File: src/design/fetch_pkg.sv
package fetch_pkg;

    // Address and data widths
    localparam int ADDR_W = 32;
    localparam int INSTR_W = 32;

    // Output slots toward the instruction buffer
    localparam int FETCH_W = 4;

    // Cache line geometry, 16-byte lines of 4-byte words
    localparam int LINE_WORDS = 4;
    localparam int BUF_WORDS = 2 * LINE_WORDS;
    localparam int WORD_OFF_W = $clog2(LINE_WORDS);
    localparam int LINE_LSB = WORD_OFF_W + 2;

    // Block length holds 1 to 4
    localparam int LEN_W = 3;

    // Beat counter, one word per Wishbone beat
    localparam int BEAT_W = 4;

    // Controller states
    // DRAIN waits on the final beat of the block
    typedef enum logic [1:0] {
        IDLE  = 2'd0,
        BUS   = 2'd1,
        DRAIN = 2'd2,
        OUT   = 2'd3
    } fetch_state_t;

endpackage

File: src/design/fetch_ctrl.sv
`timescale 1ns/1ps

module fetch_ctrl (
    input  logic clk,
    input  logic rst_n,
    input  logic flush_i,
    input  logic ftq_valid_i,
    input  logic wb_ack_i,
    input  logic last_beat_i,
    input  logic ib_stall_i,
    output logic ftq_accept_o,
    output logic wb_cyc_o,
    output logic wb_stb_o,
    output logic load_block_o,
    output logic slot_load_o,
    output logic slots_clear_o
);

    fetch_pkg::fetch_state_t state_q;
    fetch_pkg::fetch_state_t state_d;
    logic bus_busy;

    // Bus cycle covers every beat, including the final one
    assign bus_busy = (state_q == fetch_pkg::BUS) || (state_q == fetch_pkg::DRAIN);

    always_comb begin
        state_d = state_q;
        case (state_q)
            fetch_pkg::IDLE: begin
                if (ftq_valid_i) begin
                    state_d = fetch_pkg::BUS;
                end
            end
            fetch_pkg::BUS: begin
                // Zero-wait final beat goes straight to output
                if (last_beat_i) begin
                    state_d = wb_ack_i ? fetch_pkg::OUT : fetch_pkg::DRAIN;
                end
            end
            fetch_pkg::DRAIN: begin
                if (wb_ack_i) begin
                    state_d = fetch_pkg::OUT;
                end
            end
            fetch_pkg::OUT: begin
                // Slots held while the buffer stalls
                if (!ib_stall_i) begin
                    state_d = fetch_pkg::IDLE;
                end
            end
            default: state_d = fetch_pkg::IDLE;
        endcase
        // Flush overrides everything
        if (flush_i) begin
            state_d = fetch_pkg::IDLE;
        end
    end

    always_ff @(posedge clk or negedge rst_n) begin
        if (!rst_n) begin
            state_q <= fetch_pkg::IDLE;
        end else begin
            state_q <= state_d;
        end
    end

    assign ftq_accept_o = (state_q == fetch_pkg::IDLE) && ftq_valid_i && !flush_i;
    assign load_block_o = ftq_accept_o;

    // Classic read, stb tracks cyc
    assign wb_cyc_o = bus_busy;
    assign wb_stb_o = bus_busy;

    // Slicer captures on the final ack, bypassing its data
    assign slot_load_o = bus_busy && wb_ack_i && last_beat_i && !flush_i;
    assign slots_clear_o = flush_i;

endmodule

File: src/design/fetch_beat_counter.sv
`timescale 1ns/1ps

module fetch_beat_counter (
    input  logic                                clk,
    input  logic                                rst_n,
    input  logic                                load_block_i,
    input  logic                                wb_ack_i,
    input  logic                                flush_i,
    input  logic [fetch_pkg::ADDR_W-1:0]        ftq_start_pc_i,
    input  logic [fetch_pkg::LEN_W-1:0]         ftq_length_i,
    output logic [fetch_pkg::BEAT_W-1:0]        beat_idx_o,
    output logic                                last_beat_o,
    output logic [fetch_pkg::ADDR_W-1:0]        wb_adr_o,
    output logic [fetch_pkg::WORD_OFF_W-1:0]    start_off_o
);

    logic [fetch_pkg::ADDR_W-1:0]     line_q;
    logic [fetch_pkg::BEAT_W-1:0]     beat_q;
    logic [fetch_pkg::BEAT_W-1:0]     last_idx_q;
    logic [fetch_pkg::WORD_OFF_W-1:0] off_q;
    logic [fetch_pkg::LEN_W:0]        end_sum;
    logic                             crosses;

    // Block crosses when offset plus length runs past the line
    assign end_sum = {{(fetch_pkg::LEN_W + 1 - fetch_pkg::WORD_OFF_W){1'b0}},
                      ftq_start_pc_i[fetch_pkg::LINE_LSB-1:2]} + {1'b0, ftq_length_i};
    assign crosses = end_sum > (fetch_pkg::LEN_W + 1)'(fetch_pkg::LINE_WORDS);

    always_ff @(posedge clk or negedge rst_n) begin
        if (!rst_n) begin
            line_q     <= '0;
            beat_q     <= '0;
            last_idx_q <= fetch_pkg::BEAT_W'(fetch_pkg::LINE_WORDS - 1);
            off_q      <= '0;
        end else if (load_block_i) begin
            line_q     <= {ftq_start_pc_i[fetch_pkg::ADDR_W-1:fetch_pkg::LINE_LSB],
                           {fetch_pkg::LINE_LSB{1'b0}}};
            beat_q     <= '0;
            last_idx_q <= crosses ? fetch_pkg::BEAT_W'(fetch_pkg::BUF_WORDS - 1)
                                  : fetch_pkg::BEAT_W'(fetch_pkg::LINE_WORDS - 1);
            off_q      <= ftq_start_pc_i[fetch_pkg::LINE_LSB-1:2];
        end else if (flush_i) begin
            beat_q <= '0;
        end else if (wb_ack_i) begin
            beat_q <= beat_q + 1'b1;
        end
    end

    assign beat_idx_o  = beat_q;
    assign last_beat_o = (beat_q == last_idx_q);
    assign start_off_o = off_q;

    // Word address of the current beat
    assign wb_adr_o = line_q + {{(fetch_pkg::ADDR_W - fetch_pkg::BEAT_W - 2){1'b0}}, beat_q, 2'b00};

endmodule

File: src/design/fetch_line_buffer.sv
`timescale 1ns/1ps

module fetch_line_buffer (
    input  logic                                          clk,
    input  logic                                          rst_n,
    input  logic                                          wb_ack_i,
    input  logic [fetch_pkg::BEAT_W-1:0]                  beat_idx_i,
    input  logic [fetch_pkg::INSTR_W-1:0]                 wb_dat_i,
    output logic [fetch_pkg::BUF_WORDS-1:0][fetch_pkg::INSTR_W-1:0] words_o
);

    localparam int IDX_W = $clog2(fetch_pkg::BUF_WORDS);

    logic [fetch_pkg::BUF_WORDS-1:0][fetch_pkg::INSTR_W-1:0] words_q;
    logic                                                    in_range;
    logic [IDX_W-1:0]                                        wr_idx;

    // Beats past the two lines are never stored
    assign in_range = beat_idx_i < fetch_pkg::BEAT_W'(fetch_pkg::BUF_WORDS);
    assign wr_idx   = beat_idx_i[IDX_W-1:0];

    always_ff @(posedge clk or negedge rst_n) begin
        if (!rst_n) begin
            words_q <= '0;
        end else if (wb_ack_i && in_range) begin
            words_q[wr_idx] <= wb_dat_i;
        end
    end

    // All words visible to the slicer at once
    assign words_o = words_q;

endmodule

File: src/design/fetch_slicer.sv
`timescale 1ns/1ps

module fetch_slicer (
    input  logic                                                    clk,
    input  logic                                                    rst_n,
    input  logic                                                    load_block_i,
    input  logic                                                    slot_load_i,
    input  logic                                                    slots_clear_i,
    input  logic                                                    ib_stall_i,
    input  logic [fetch_pkg::BUF_WORDS-1:0][fetch_pkg::INSTR_W-1:0] words_i,
    input  logic [fetch_pkg::INSTR_W-1:0]                           wb_dat_i,
    input  logic                                                    wb_ack_i,
    input  logic [fetch_pkg::ADDR_W-1:0]                            start_pc_i,
    input  logic [fetch_pkg::LEN_W-1:0]                             length_i,
    input  logic [fetch_pkg::WORD_OFF_W-1:0]                        start_off_i,
    output logic [fetch_pkg::FETCH_W-1:0]                           ib_valid_o,
    output logic [fetch_pkg::FETCH_W-1:0]                           ib_last_o,
    output logic [fetch_pkg::FETCH_W-1:0][fetch_pkg::ADDR_W-1:0]    ib_pc_o,
    output logic [fetch_pkg::FETCH_W-1:0][fetch_pkg::INSTR_W-1:0]   ib_instr_o
);

    localparam int IDX_W = $clog2(fetch_pkg::BUF_WORDS);

    logic [fetch_pkg::ADDR_W-1:0]                          pc_q;
    logic [fetch_pkg::LEN_W-1:0]                           len_q;
    logic [IDX_W-1:0]                                      final_idx;
    logic [fetch_pkg::FETCH_W-1:0][fetch_pkg::INSTR_W-1:0] pick;

    // Block geometry captured when the queue hands it over
    always_ff @(posedge clk or negedge rst_n) begin
        if (!rst_n) begin
            pc_q  <= '0;
            len_q <= '0;
        end else if (load_block_i) begin
            pc_q  <= start_pc_i;
            len_q <= length_i;
        end
    end

    // Index of the beat still on the bus at load time
    assign final_idx = ({1'b0, start_off_i} + len_q > IDX_W'(fetch_pkg::LINE_WORDS))
                       ? IDX_W'(fetch_pkg::BUF_WORDS - 1) : IDX_W'(fetch_pkg::LINE_WORDS - 1);

    always_comb begin
        logic [IDX_W-1:0] idx;
        for (int i = 0; i < fetch_pkg::FETCH_W; i++) begin
            idx = IDX_W'(start_off_i) + IDX_W'(i);
            // Final word has not reached the buffer yet
            pick[i] = (wb_ack_i && idx == final_idx) ? wb_dat_i : words_i[idx];
        end
    end

    always_ff @(posedge clk or negedge rst_n) begin
        if (!rst_n) begin
            ib_valid_o <= '0;
            ib_last_o  <= '0;
            ib_pc_o    <= '0;
            ib_instr_o <= '0;
        end else if (slots_clear_i) begin
            ib_valid_o <= '0;
            ib_last_o  <= '0;
            ib_pc_o    <= '0;
            ib_instr_o <= '0;
        end else if (slot_load_i) begin
            for (int i = 0; i < fetch_pkg::FETCH_W; i++) begin
                if (fetch_pkg::LEN_W'(i) < len_q) begin
                    ib_valid_o[i] <= 1'b1;
                    ib_last_o[i]  <= (fetch_pkg::LEN_W'(i) == len_q - 1'b1);
                    ib_pc_o[i]    <= pc_q + fetch_pkg::ADDR_W'(4 * i);
                    ib_instr_o[i] <= pick[i];
                end else begin
                    ib_valid_o[i] <= 1'b0;
                    ib_last_o[i]  <= 1'b0;
                    ib_pc_o[i]    <= '0;
                    ib_instr_o[i] <= '0;
                end
            end
        end else if (!ib_stall_i) begin
            // Slots given this cycle, drop them
            ib_valid_o <= '0;
            ib_last_o  <= '0;
            ib_pc_o    <= '0;
            ib_instr_o <= '0;
        end
    end

endmodule

File: src/design/fetch_unit.sv
`timescale 1ns/1ps

module fetch_unit (
    input  logic                                                  clk,
    input  logic                                                  rst_n,
    input  logic                                                  flush_i,
    input  logic                                                  ftq_valid_i,
    input  logic [fetch_pkg::ADDR_W-1:0]                          ftq_start_pc_i,
    input  logic [fetch_pkg::LEN_W-1:0]                           ftq_length_i,
    output logic                                                  ftq_accept_o,
    output logic                                                  wb_cyc_o,
    output logic                                                  wb_stb_o,
    output logic [fetch_pkg::ADDR_W-1:0]                          wb_adr_o,
    input  logic [fetch_pkg::INSTR_W-1:0]                         wb_dat_i,
    input  logic                                                  wb_ack_i,
    input  logic                                                  ib_stall_i,
    output logic [fetch_pkg::FETCH_W-1:0]                         ib_valid_o,
    output logic [fetch_pkg::FETCH_W-1:0]                         ib_last_o,
    output logic [fetch_pkg::FETCH_W-1:0][fetch_pkg::ADDR_W-1:0]  ib_pc_o,
    output logic [fetch_pkg::FETCH_W-1:0][fetch_pkg::INSTR_W-1:0] ib_instr_o
);

    logic                                                    load_block;
    logic                                                    slot_load;
    logic                                                    slots_clear;
    logic                                                    last_beat;
    logic [fetch_pkg::BEAT_W-1:0]                            beat_idx;
    logic [fetch_pkg::WORD_OFF_W-1:0]                        start_off;
    logic [fetch_pkg::BUF_WORDS-1:0][fetch_pkg::INSTR_W-1:0] words;

    fetch_ctrl fetch_ctrl_i (
        .clk          (clk),
        .rst_n        (rst_n),
        .flush_i      (flush_i),
        .ftq_valid_i  (ftq_valid_i),
        .wb_ack_i     (wb_ack_i),
        .last_beat_i  (last_beat),
        .ib_stall_i   (ib_stall_i),
        .ftq_accept_o (ftq_accept_o),
        .wb_cyc_o     (wb_cyc_o),
        .wb_stb_o     (wb_stb_o),
        .load_block_o (load_block),
        .slot_load_o  (slot_load),
        .slots_clear_o(slots_clear)
    );

    fetch_beat_counter fetch_beat_counter_i (
        .clk           (clk),
        .rst_n         (rst_n),
        .load_block_i  (load_block),
        .wb_ack_i      (wb_ack_i),
        .flush_i       (flush_i),
        .ftq_start_pc_i(ftq_start_pc_i),
        .ftq_length_i  (ftq_length_i),
        .beat_idx_o    (beat_idx),
        .last_beat_o   (last_beat),
        .wb_adr_o      (wb_adr_o),
        .start_off_o   (start_off)
    );

    fetch_line_buffer fetch_line_buffer_i (
        .clk       (clk),
        .rst_n     (rst_n),
        .wb_ack_i  (wb_ack_i),
        .beat_idx_i(beat_idx),
        .wb_dat_i  (wb_dat_i),
        .words_o   (words)
    );

    fetch_slicer fetch_slicer_i (
        .clk          (clk),
        .rst_n        (rst_n),
        .load_block_i (load_block),
        .slot_load_i  (slot_load),
        .slots_clear_i(slots_clear),
        .ib_stall_i   (ib_stall_i),
        .words_i      (words),
        .wb_dat_i     (wb_dat_i),
        .wb_ack_i     (wb_ack_i),
        .start_pc_i   (ftq_start_pc_i),
        .length_i     (ftq_length_i),
        .start_off_i  (start_off),
        .ib_valid_o   (ib_valid_o),
        .ib_last_o    (ib_last_o),
        .ib_pc_o      (ib_pc_o),
        .ib_instr_o   (ib_instr_o)
    );

endmodule

File: config.mk
export PLATFORM = sky130hd
export DESIGN_NAME = fetch_unit
export DESIGN_NICKNAME = d
export VERILOG_FILES = /design/src/design/fetch_pkg.sv /design/src/design/fetch_ctrl.sv /design/src/design/fetch_beat_counter.sv /design/src/design/fetch_line_buffer.sv /design/src/design/fetch_slicer.sv /design/src/design/fetch_unit.sv
export SDC_FILE = /design/constraint.sdc
export NUM_CORES = 1
export LEC_CHECK = 0
export BUFFER_PORTS_ARGS = -buffer_cell sky130_fd_sc_hd__buf_2
export CORE_MARGIN = 4
export CORE_UTILIZATION = 40
export CTS_CLUSTER_SIZE = 10
export DETAILED_ROUTE_END_ITERATION = 8
export HOLD_SLACK_MARGIN = 0.03
export PLACE_DENSITY = 0.55
export SYNTH_ARGS = -nofsm -noshare
export SYNTH_HDL_FRONTEND = slang
export SYNTH_HIERARCHICAL = 1
export SYNTH_SLANG_ARGS = --single-unit
File: constraint.sdc
create_clock -name clk -period 7.25 [get_ports clk]
set_clock_uncertainty 0.1 [all_clocks]
set_input_delay 0.725 -clock clk [delete_from_list [all_inputs] [get_ports clk]]
set_output_delay 0.725 -clock clk [all_outputs]
set_load 0.005 [all_outputs]
==> out/metrics.yaml, run 1 <==
root_buffer: "clkbuf_16"
clk_pin_slew_ps: 60
fin_crit_ps: 4281
netlist_area_um2: 30390
gr-total-overflow: 0
initial_core_util_pct: 40.62
first_pass_iters: 5
cts.sinks: 592
synth-seq-area-share_pct: 48.74
synth_top_family_by_area: "multiplexers"
final_cell_mix: "590 x dfrtp_1, 368 x buf_2, 278 x mux2_2"
period_share_pct: 59.05
ctsResizeCount: 0
antenna_found_initial: 4
via_per_inst: 5.917
grt.total_usage_pct: 23.62
synth-async-reset-ratio_pct: 100.0
slew_violations: 0
final_common_cell: "dfrtp_1"
setup_viol: 0
synth_top_area_share_pct: 48.74
setup_slack_ps: 2969
hold_class: "in2async"
synth_compound_area_share_pct: 6.768
ys.flop_type: "dfrtp_1"
ant_nets: 0
required_ps: 7640
chipHeight_um: 283.7
post-cts-setup-buffers: 0
clockBufferDepth: 3
netlist_top_cells_area: "dfrtp_1 49%, mux4_2 14%, mux2_2 10%"
ys_warn_count: 6
synthDistinctLibCells: 59
yosysTopAreaCell: "dfrtp_1"
drtIter0Drc: 1799
syn_area_per_cell_um2: 13.12
place_ws_ps: 2942
worst_slew_pin_slew_ps: 1348
synth_edf_count: 0
startpoint: "fetch_beat_counter_i/beat_idx_o[1]$_DFFE_PN0P_"
crit_fanout: 33
num_rows: 100
drive_gt1_share_pct: 39.31
ir_drop_v: 0.0002411
synthCells: 2317
relSlewSlack_pct: 9.918
grt_setup_unrepaired: "false"
yosys.area_share.simple_pct: 6.212
max_freq_mhz: 233.6
rr_startpoint: "fetch_beat_counter_i/beat_idx_o[1]$_DFFE_PN0P_"
gp_congestion: 0.8773
area_delta_synth_final_pct: 15.44
htreeDepth: 3
outcome: "completed"
crit_type: "reg2reg"
numCtsBuffers: 74
ios: 372
fin_nets: 2691
setup_tns_ps: 0
cts_tree: "built"
wirelength_um: 96220
fp.dieArea_um2: 80460
clk_latency_ps: 610
ys_ff_latch: 592
synthAdderAreaFrac_pct: 1.021
die_w_um: 283.7
arrival_ps: 4670
synthMuxAreaShare_pct: 30.62
finalHoldViolations: 0
grt_first_pass_wirelength_um: 146100
wl_per_cell_um: 26.70
dpl.hpwl_um: 60560
nFillCells: 6764
grt_max_degree: 187
num_vias: 21330
grt_pass1_vias: 22110
cp-end-kind: "flop"
critPathLaunchType: "flop"
p_per_area_nw_per_um2: 359.1
synth_xor_area_share_pct: 3.314
cts_hold_buf: 0
port_buffers: 369
core_area_um2: 74820
power.leakage_uw: 0.01626
cap_violations: 0
drc_errors: 0
## metrics by stage
stage | utilization, % | instances | area, µm² | hold slack [ps] | power (µW)
2_1_floorplan | - | 2318 | 30400 | 329.4 | 8030
3_5_place_dp | 43.96 | 3488 | 32900 | 364.5 | 9246
3_3_place_gp | 43.96 | 3488 | 32900 | 357.4 | 9146
4_1_cts | 46.88 | 3602 | 35080 | 73.23 | 12710
6_report | 46.89 | 3604 | 35080 | 62.14 | 12600
5_1_grt | 46.89 | 3603 | 35080 | 124.3 | 13260
## layer usage
layer / global-route usage, % / wire length (µm) / vias to the layer above / part of all wire, %
met5: 0 / 17 / - / 0.018
met4: 7.562 / 2812 / 2 / 2.9
met3: 4.490 / 6064 / 150 / 6.3
met2: 39.28 / 47280 / 744 / 49
met1: 31.45 / 40050 / 11320 / 42
li1: - / - / 9114 / -
## cell usage after synthesis, types with 5 or more instances
cell type / instances
dfrtp_1: 592
mux2_2: 279
o21ai_0: 226
nand2_1: 214
mux4_2: 192
mux2i_1: 130
clkbuf_1: 84
xnor2_1: 70
buf_2: 68
a22oi_1: 64
xor2_1: 45
a22o_1: 37
nor2_1: 36
nand3_1: 32
nand4_1: 31
mux2_4: 30
buf_4: 22
nor3_1: 21
ha_1: 20
buf_1: 16
inv_1: 13
and2_1: 9
and3_1: 8
mux2_1: 8
nand2b_1: 8
buf_6: 6
and4_1: 5
## path summary, 6_finish.rpt
| kind | endpoint | slack, ps | cells past startpoint |
|---|---|---|---|
| min | fetch_slicer_i/pc_q[20]$_DFFE_PN0P_ | 60 | 1 |
| min reg2reg | fetch_slicer_i/ib_instr_o[31]$_DFFE_PN0P_ | 370 | 2 |
| min in group clk | fetch_beat_counter_i/line_q[5]$_DFFE_PN0P_ | 250 | 3 |
| max in group asynchronous | fetch_slicer_i/ib_instr_o[15]$_DFFE_PN0P_ | 5360 | 2 |
| max | fetch_slicer_i/ib_instr_o[119]$_DFFE_PN0P_ | 2970 | 8 |
| max reg2reg | fetch_slicer_i/ib_instr_o[119]$_DFFE_PN0P_ | 2970 | 8 |
## critical path, stage by stage (launching register included)
cell,delay (ps)
dfrtp_1,520
ha_1,240
and3_1,220
and4b_1,270
and2b_1,360
nand2_1,780
nor2_4,1320
a22oi_1,140
o21ai_0,190
## power breakdown
part	internal (µW)	switching, µW	total (µW)
combinational	2430	1970	4400
clock	1990	1430	3420
sequential	3820	959	4780
total	8240	4350	12600
## sequential cells by signal, summed over array words and instances, names as in the netlist
name / flops
fetch_slicer_i/ib_pc_o: 128
fetch_beat_counter_i/last_idx_q: 1
fetch_line_buffer_i/words_o: 256
fetch_slicer_i/ib_instr_o: 128
fetch_ctrl_i/state_q: 2
fetch_beat_counter_i/beat_idx_o: 4
fetch_slicer_i/pc_q: 32
fetch_slicer_i/ib_valid_o: 4
fetch_beat_counter_i/line_q: 28
fetch_beat_counter_i/start_off_o: 2
fetch_slicer_i/ib_last_o: 4
fetch_slicer_i/len_q: 3
## area by class of cell
class,instances,area (µm²),area share (%)
Antenna cell,2,5.005,0.01426
Clock buffer,103,2082,5.934
Clock inverter,11,102.6,0.2924
Inverter,15,56.30,0.1605
Multi-Input combinational cell,1515,14700,41.90
Sequential cell,592,14820,42.25
Tap cell,969,1212,3.456
Timing Repair Buffer,397,2105,5.998
## cells by family (layout without fill, tap and decap cells)
group	after synthesis	after routing
buf+inv	211	526
compound gates	342	342
other cells	1	4
xor+xnor	115	115
flops	592	592
simple gates	394	394
fa+ha+maj	23	23
mux	639	639
Note: power is estimated with default switching activity, not from simulation.
==> inputs of run 2 (changes only) <==
- PLACE_DENSITY: 0.55 -> 0.58
- clock period: 7.25 -> 3.8 ns (I/O delays scaled with it)
==> run 2 against run 1 <==
  * Flip-flop and latch count unchanged
  * Global-route usage fell by 0.28 points
  * Clock power increased by 81%
  * Critical path type is now reg2out
  * Critical path depth decreased by 1
  * Cell count up 1.3%
  * Design area up 1.8%
  * Sequential share of layout area fell by 0.74 points
  * Via count is 1.1% higher
==> out/metrics.yaml, run 2 (same netlist as run 1, synthesis figures left out) <==
intPower_uw: 15600  # +89%
period_share_pct: 89.86
num_rows: 100  # unchanged
required_ps: 3320  # -4320 ps
multi_input_area_um2: 14700  # about the same
ir_drop_v: 0.0005785  # +140%
worst_slew_pin_slew_ps: 972.4  # -375.6 ps
port_buffers: 369  # unchanged
ctsResizeCount: 0  # unchanged
dp.cells: 3512  # +0.69%
finalHoldViolations: 0  # unchanged
cts_tree: "built"
grt_first_pass_wirelength_um: 145400  # -0.46%
seq_area_um2: 14820  # unchanged
power.leakage_uw: 0.01653  # +1.6%
drc_errors: 0  # unchanged
num_vias: 21560  # +1.1%
chipHeight_um: 283.7  # unchanged
drtIter0Drc: 1628  # -9.5%
root_buffer: "clkbuf_16"
use_met3_pct: 4.530  # +0.040 points
fp.dieArea_um2: 80460  # unchanged
crit_type: "reg2out"
drive_gt1_share_pct: 39.03  # -0.28 points
relSlewSlack_pct: 34.63  # +25 points
grt.total_usage_pct: 23.35  # -0.28 points
fin_crit_ps: 3415
area_delta_synth_final_pct: 17.50
p_total_uw: 23940  # +90%
setup_viol: 0  # unchanged
clk_latency_ps: 620  # about the same
setup_tns_ps: 0  # unchanged
gr-total-overflow: 0  # unchanged
fin_util_pct: 47.73  # +0.84 points
outcome: "completed"
busiest_layer: "met2"
wirelength_um: 95160  # -1.1%
fin_area_um2: 35710  # +1.8%
nFillCells: 6687  # -1.1%
hold_class: "in2reg"
final_common_cell: "dfrtp_1"
gp_congestion: 0.8881  # +1.2%
largest_register_ffs: 256  # unchanged
cp-end-kind: "output port"
arrival_ps: 2930  # -1740 ps
p_sw_share_pct: 34.81  # +0.25 points
stdcell_count: 3652  # +1.3%
crit_fanout: 7  # -79%
core_area_um2: 74820  # unchanged
die_w_um: 283.7  # unchanged
wl_per_cell_um: 26.06  # -2.4%
critPathLaunchType: "flop"
dpl.hpwl_um: 61920  # +2.3%
grt_pass1_vias: 22270  # +0.73%
antenna_found_initial: 7  # +3
via_per_inst: 5.904  # -0.22%
clk_pin_slew_ps: 60  # about the same
numCtsBuffers: 71  # -4.1%
seqPwrFrac_pct: 37.5  # -0.5 points
clockBufferDepth: 3  # unchanged
slew_violations: 0  # unchanged
comb_power_share_pct: 36.7  # +1.8 points
first_pass_iters: 5  # unchanged
use_met2_pct: 38.70  # -0.58 points
ios: 372  # unchanged
cap_violations: 0  # unchanged
initial_core_util_pct: 40.62  # unchanged
grt_max_degree: 99  # -47%
use_met1_pct: 30.99  # -0.46 points
post-cts-setup-buffers: 0  # unchanged
final_cell_mix: "590 x dfrtp_1, 368 x buf_2, 279 x mux2_2"
cts_hold_buf: 42  # +42
grt_setup_unrepaired: "false"
p_switching_uw: 8333  # +91%
htreeDepth: 3  # unchanged
fin_nets: 2754  # +2.3%
max_freq_mhz: 292.9
p_per_area_nw_per_um2: 670.3  # +87%
cts.sinks: 592  # unchanged
ant_nets: 0  # unchanged
post_dp_cell_area_um2: 33260  # +1.1%
power_frac_clock_pct: 25.8  # -1.3 points
-- run 2: cell types whose count changed in the layout (fill, tap and decap cells not counted), sizes merged --
cell         before  now
dlygate4sd3       0   42
inv              17   18
clkinv            8    5
diode             2    3
buf             397  421
clkbuf          103   85
bufinv            0    1
-- run 2: final timing paths --
path	start	endpoint	slack (ps)	depth (start not counted)
worst max-delay path	fetch_beat_counter_i/beat_idx_o[2]$_DFFE_PN0P_	wb_adr_o[26]	390	7
worst min-delay path	wb_dat_i[10]	fetch_slicer_i/ib_instr_o[42]$_DFFE_PN0P_	60	3
worst max register to register	fetch_slicer_i/len_q[0]$_DFFE_PN0P_	fetch_slicer_i/ib_instr_o[93]$_DFFE_PN0P_	730	9
worst min register to register	fetch_slicer_i/ib_valid_o[2]$_DFFE_PN0P_	fetch_slicer_i/ib_valid_o[2]$_DFFE_PN0P_	370	2
max in group asynchronous	rst_n	fetch_beat_counter_i/line_q[30]$_DFFE_PN0P_	2290	4
min in group asynchronous	rst_n	fetch_slicer_i/ib_pc_o[20]$_DFFE_PN0P_	280	2
-- run 2: worst max-delay path, stage by stage, from the launching register on --
cell and delay [ps]:
dfrtp_1 520, ha_1 230, inv_1 60, fa_1 510
nor2_1 480, nand4_1 180, xnor2_1 210, buf_2 150
-- run 2: final cells by class --
cell class	count	share of cell area (%)
Antenna cell	3	0.02102
Clock inverter	10	0.4940
Timing Repair Buffer	463	8.100
Sequential cell	592	41.50
Tap cell	969	3.395
Multi-Input combinational cell	1515	41.15
Clock buffer	85	5.178
Inverter	15	0.1577
-- run 2: power by group through the flow --
| stage | sequential, µW | combinational [µW] | clock [µW] |
|---|---|---|---|
| 2_1_floorplan | 8070 | 7250 | 0 |
| 3_3_place_gp | 8920 | 8680 | 0 |
| 3_5_place_dp | 9010 | 8780 | 0 |
| 4_1_cts | 8910 | 8850 | 6360 |
| 5_1_grt | 9100 | 9470 | 6590 |
| 6_report | 8970 | 8790 | 6180 |
-- run 2: metrics by stage --
step,worst slack (ps),hold slack [ps]
after detailed placement,705.7,365.8
after CTS,388.5,31.63
after global routing,210.1,74.88
after global placement,807.7,359.9
final,385.5,62.81
after floorplan,941.8,-15.59
-- run 2: routing by layer --
layer	up-vias	part of all wire [%]
met3	171	6.0
met1	11390	42
li1	9239	-
met4	2	3.0
met5	-	0.014
met2	762	49
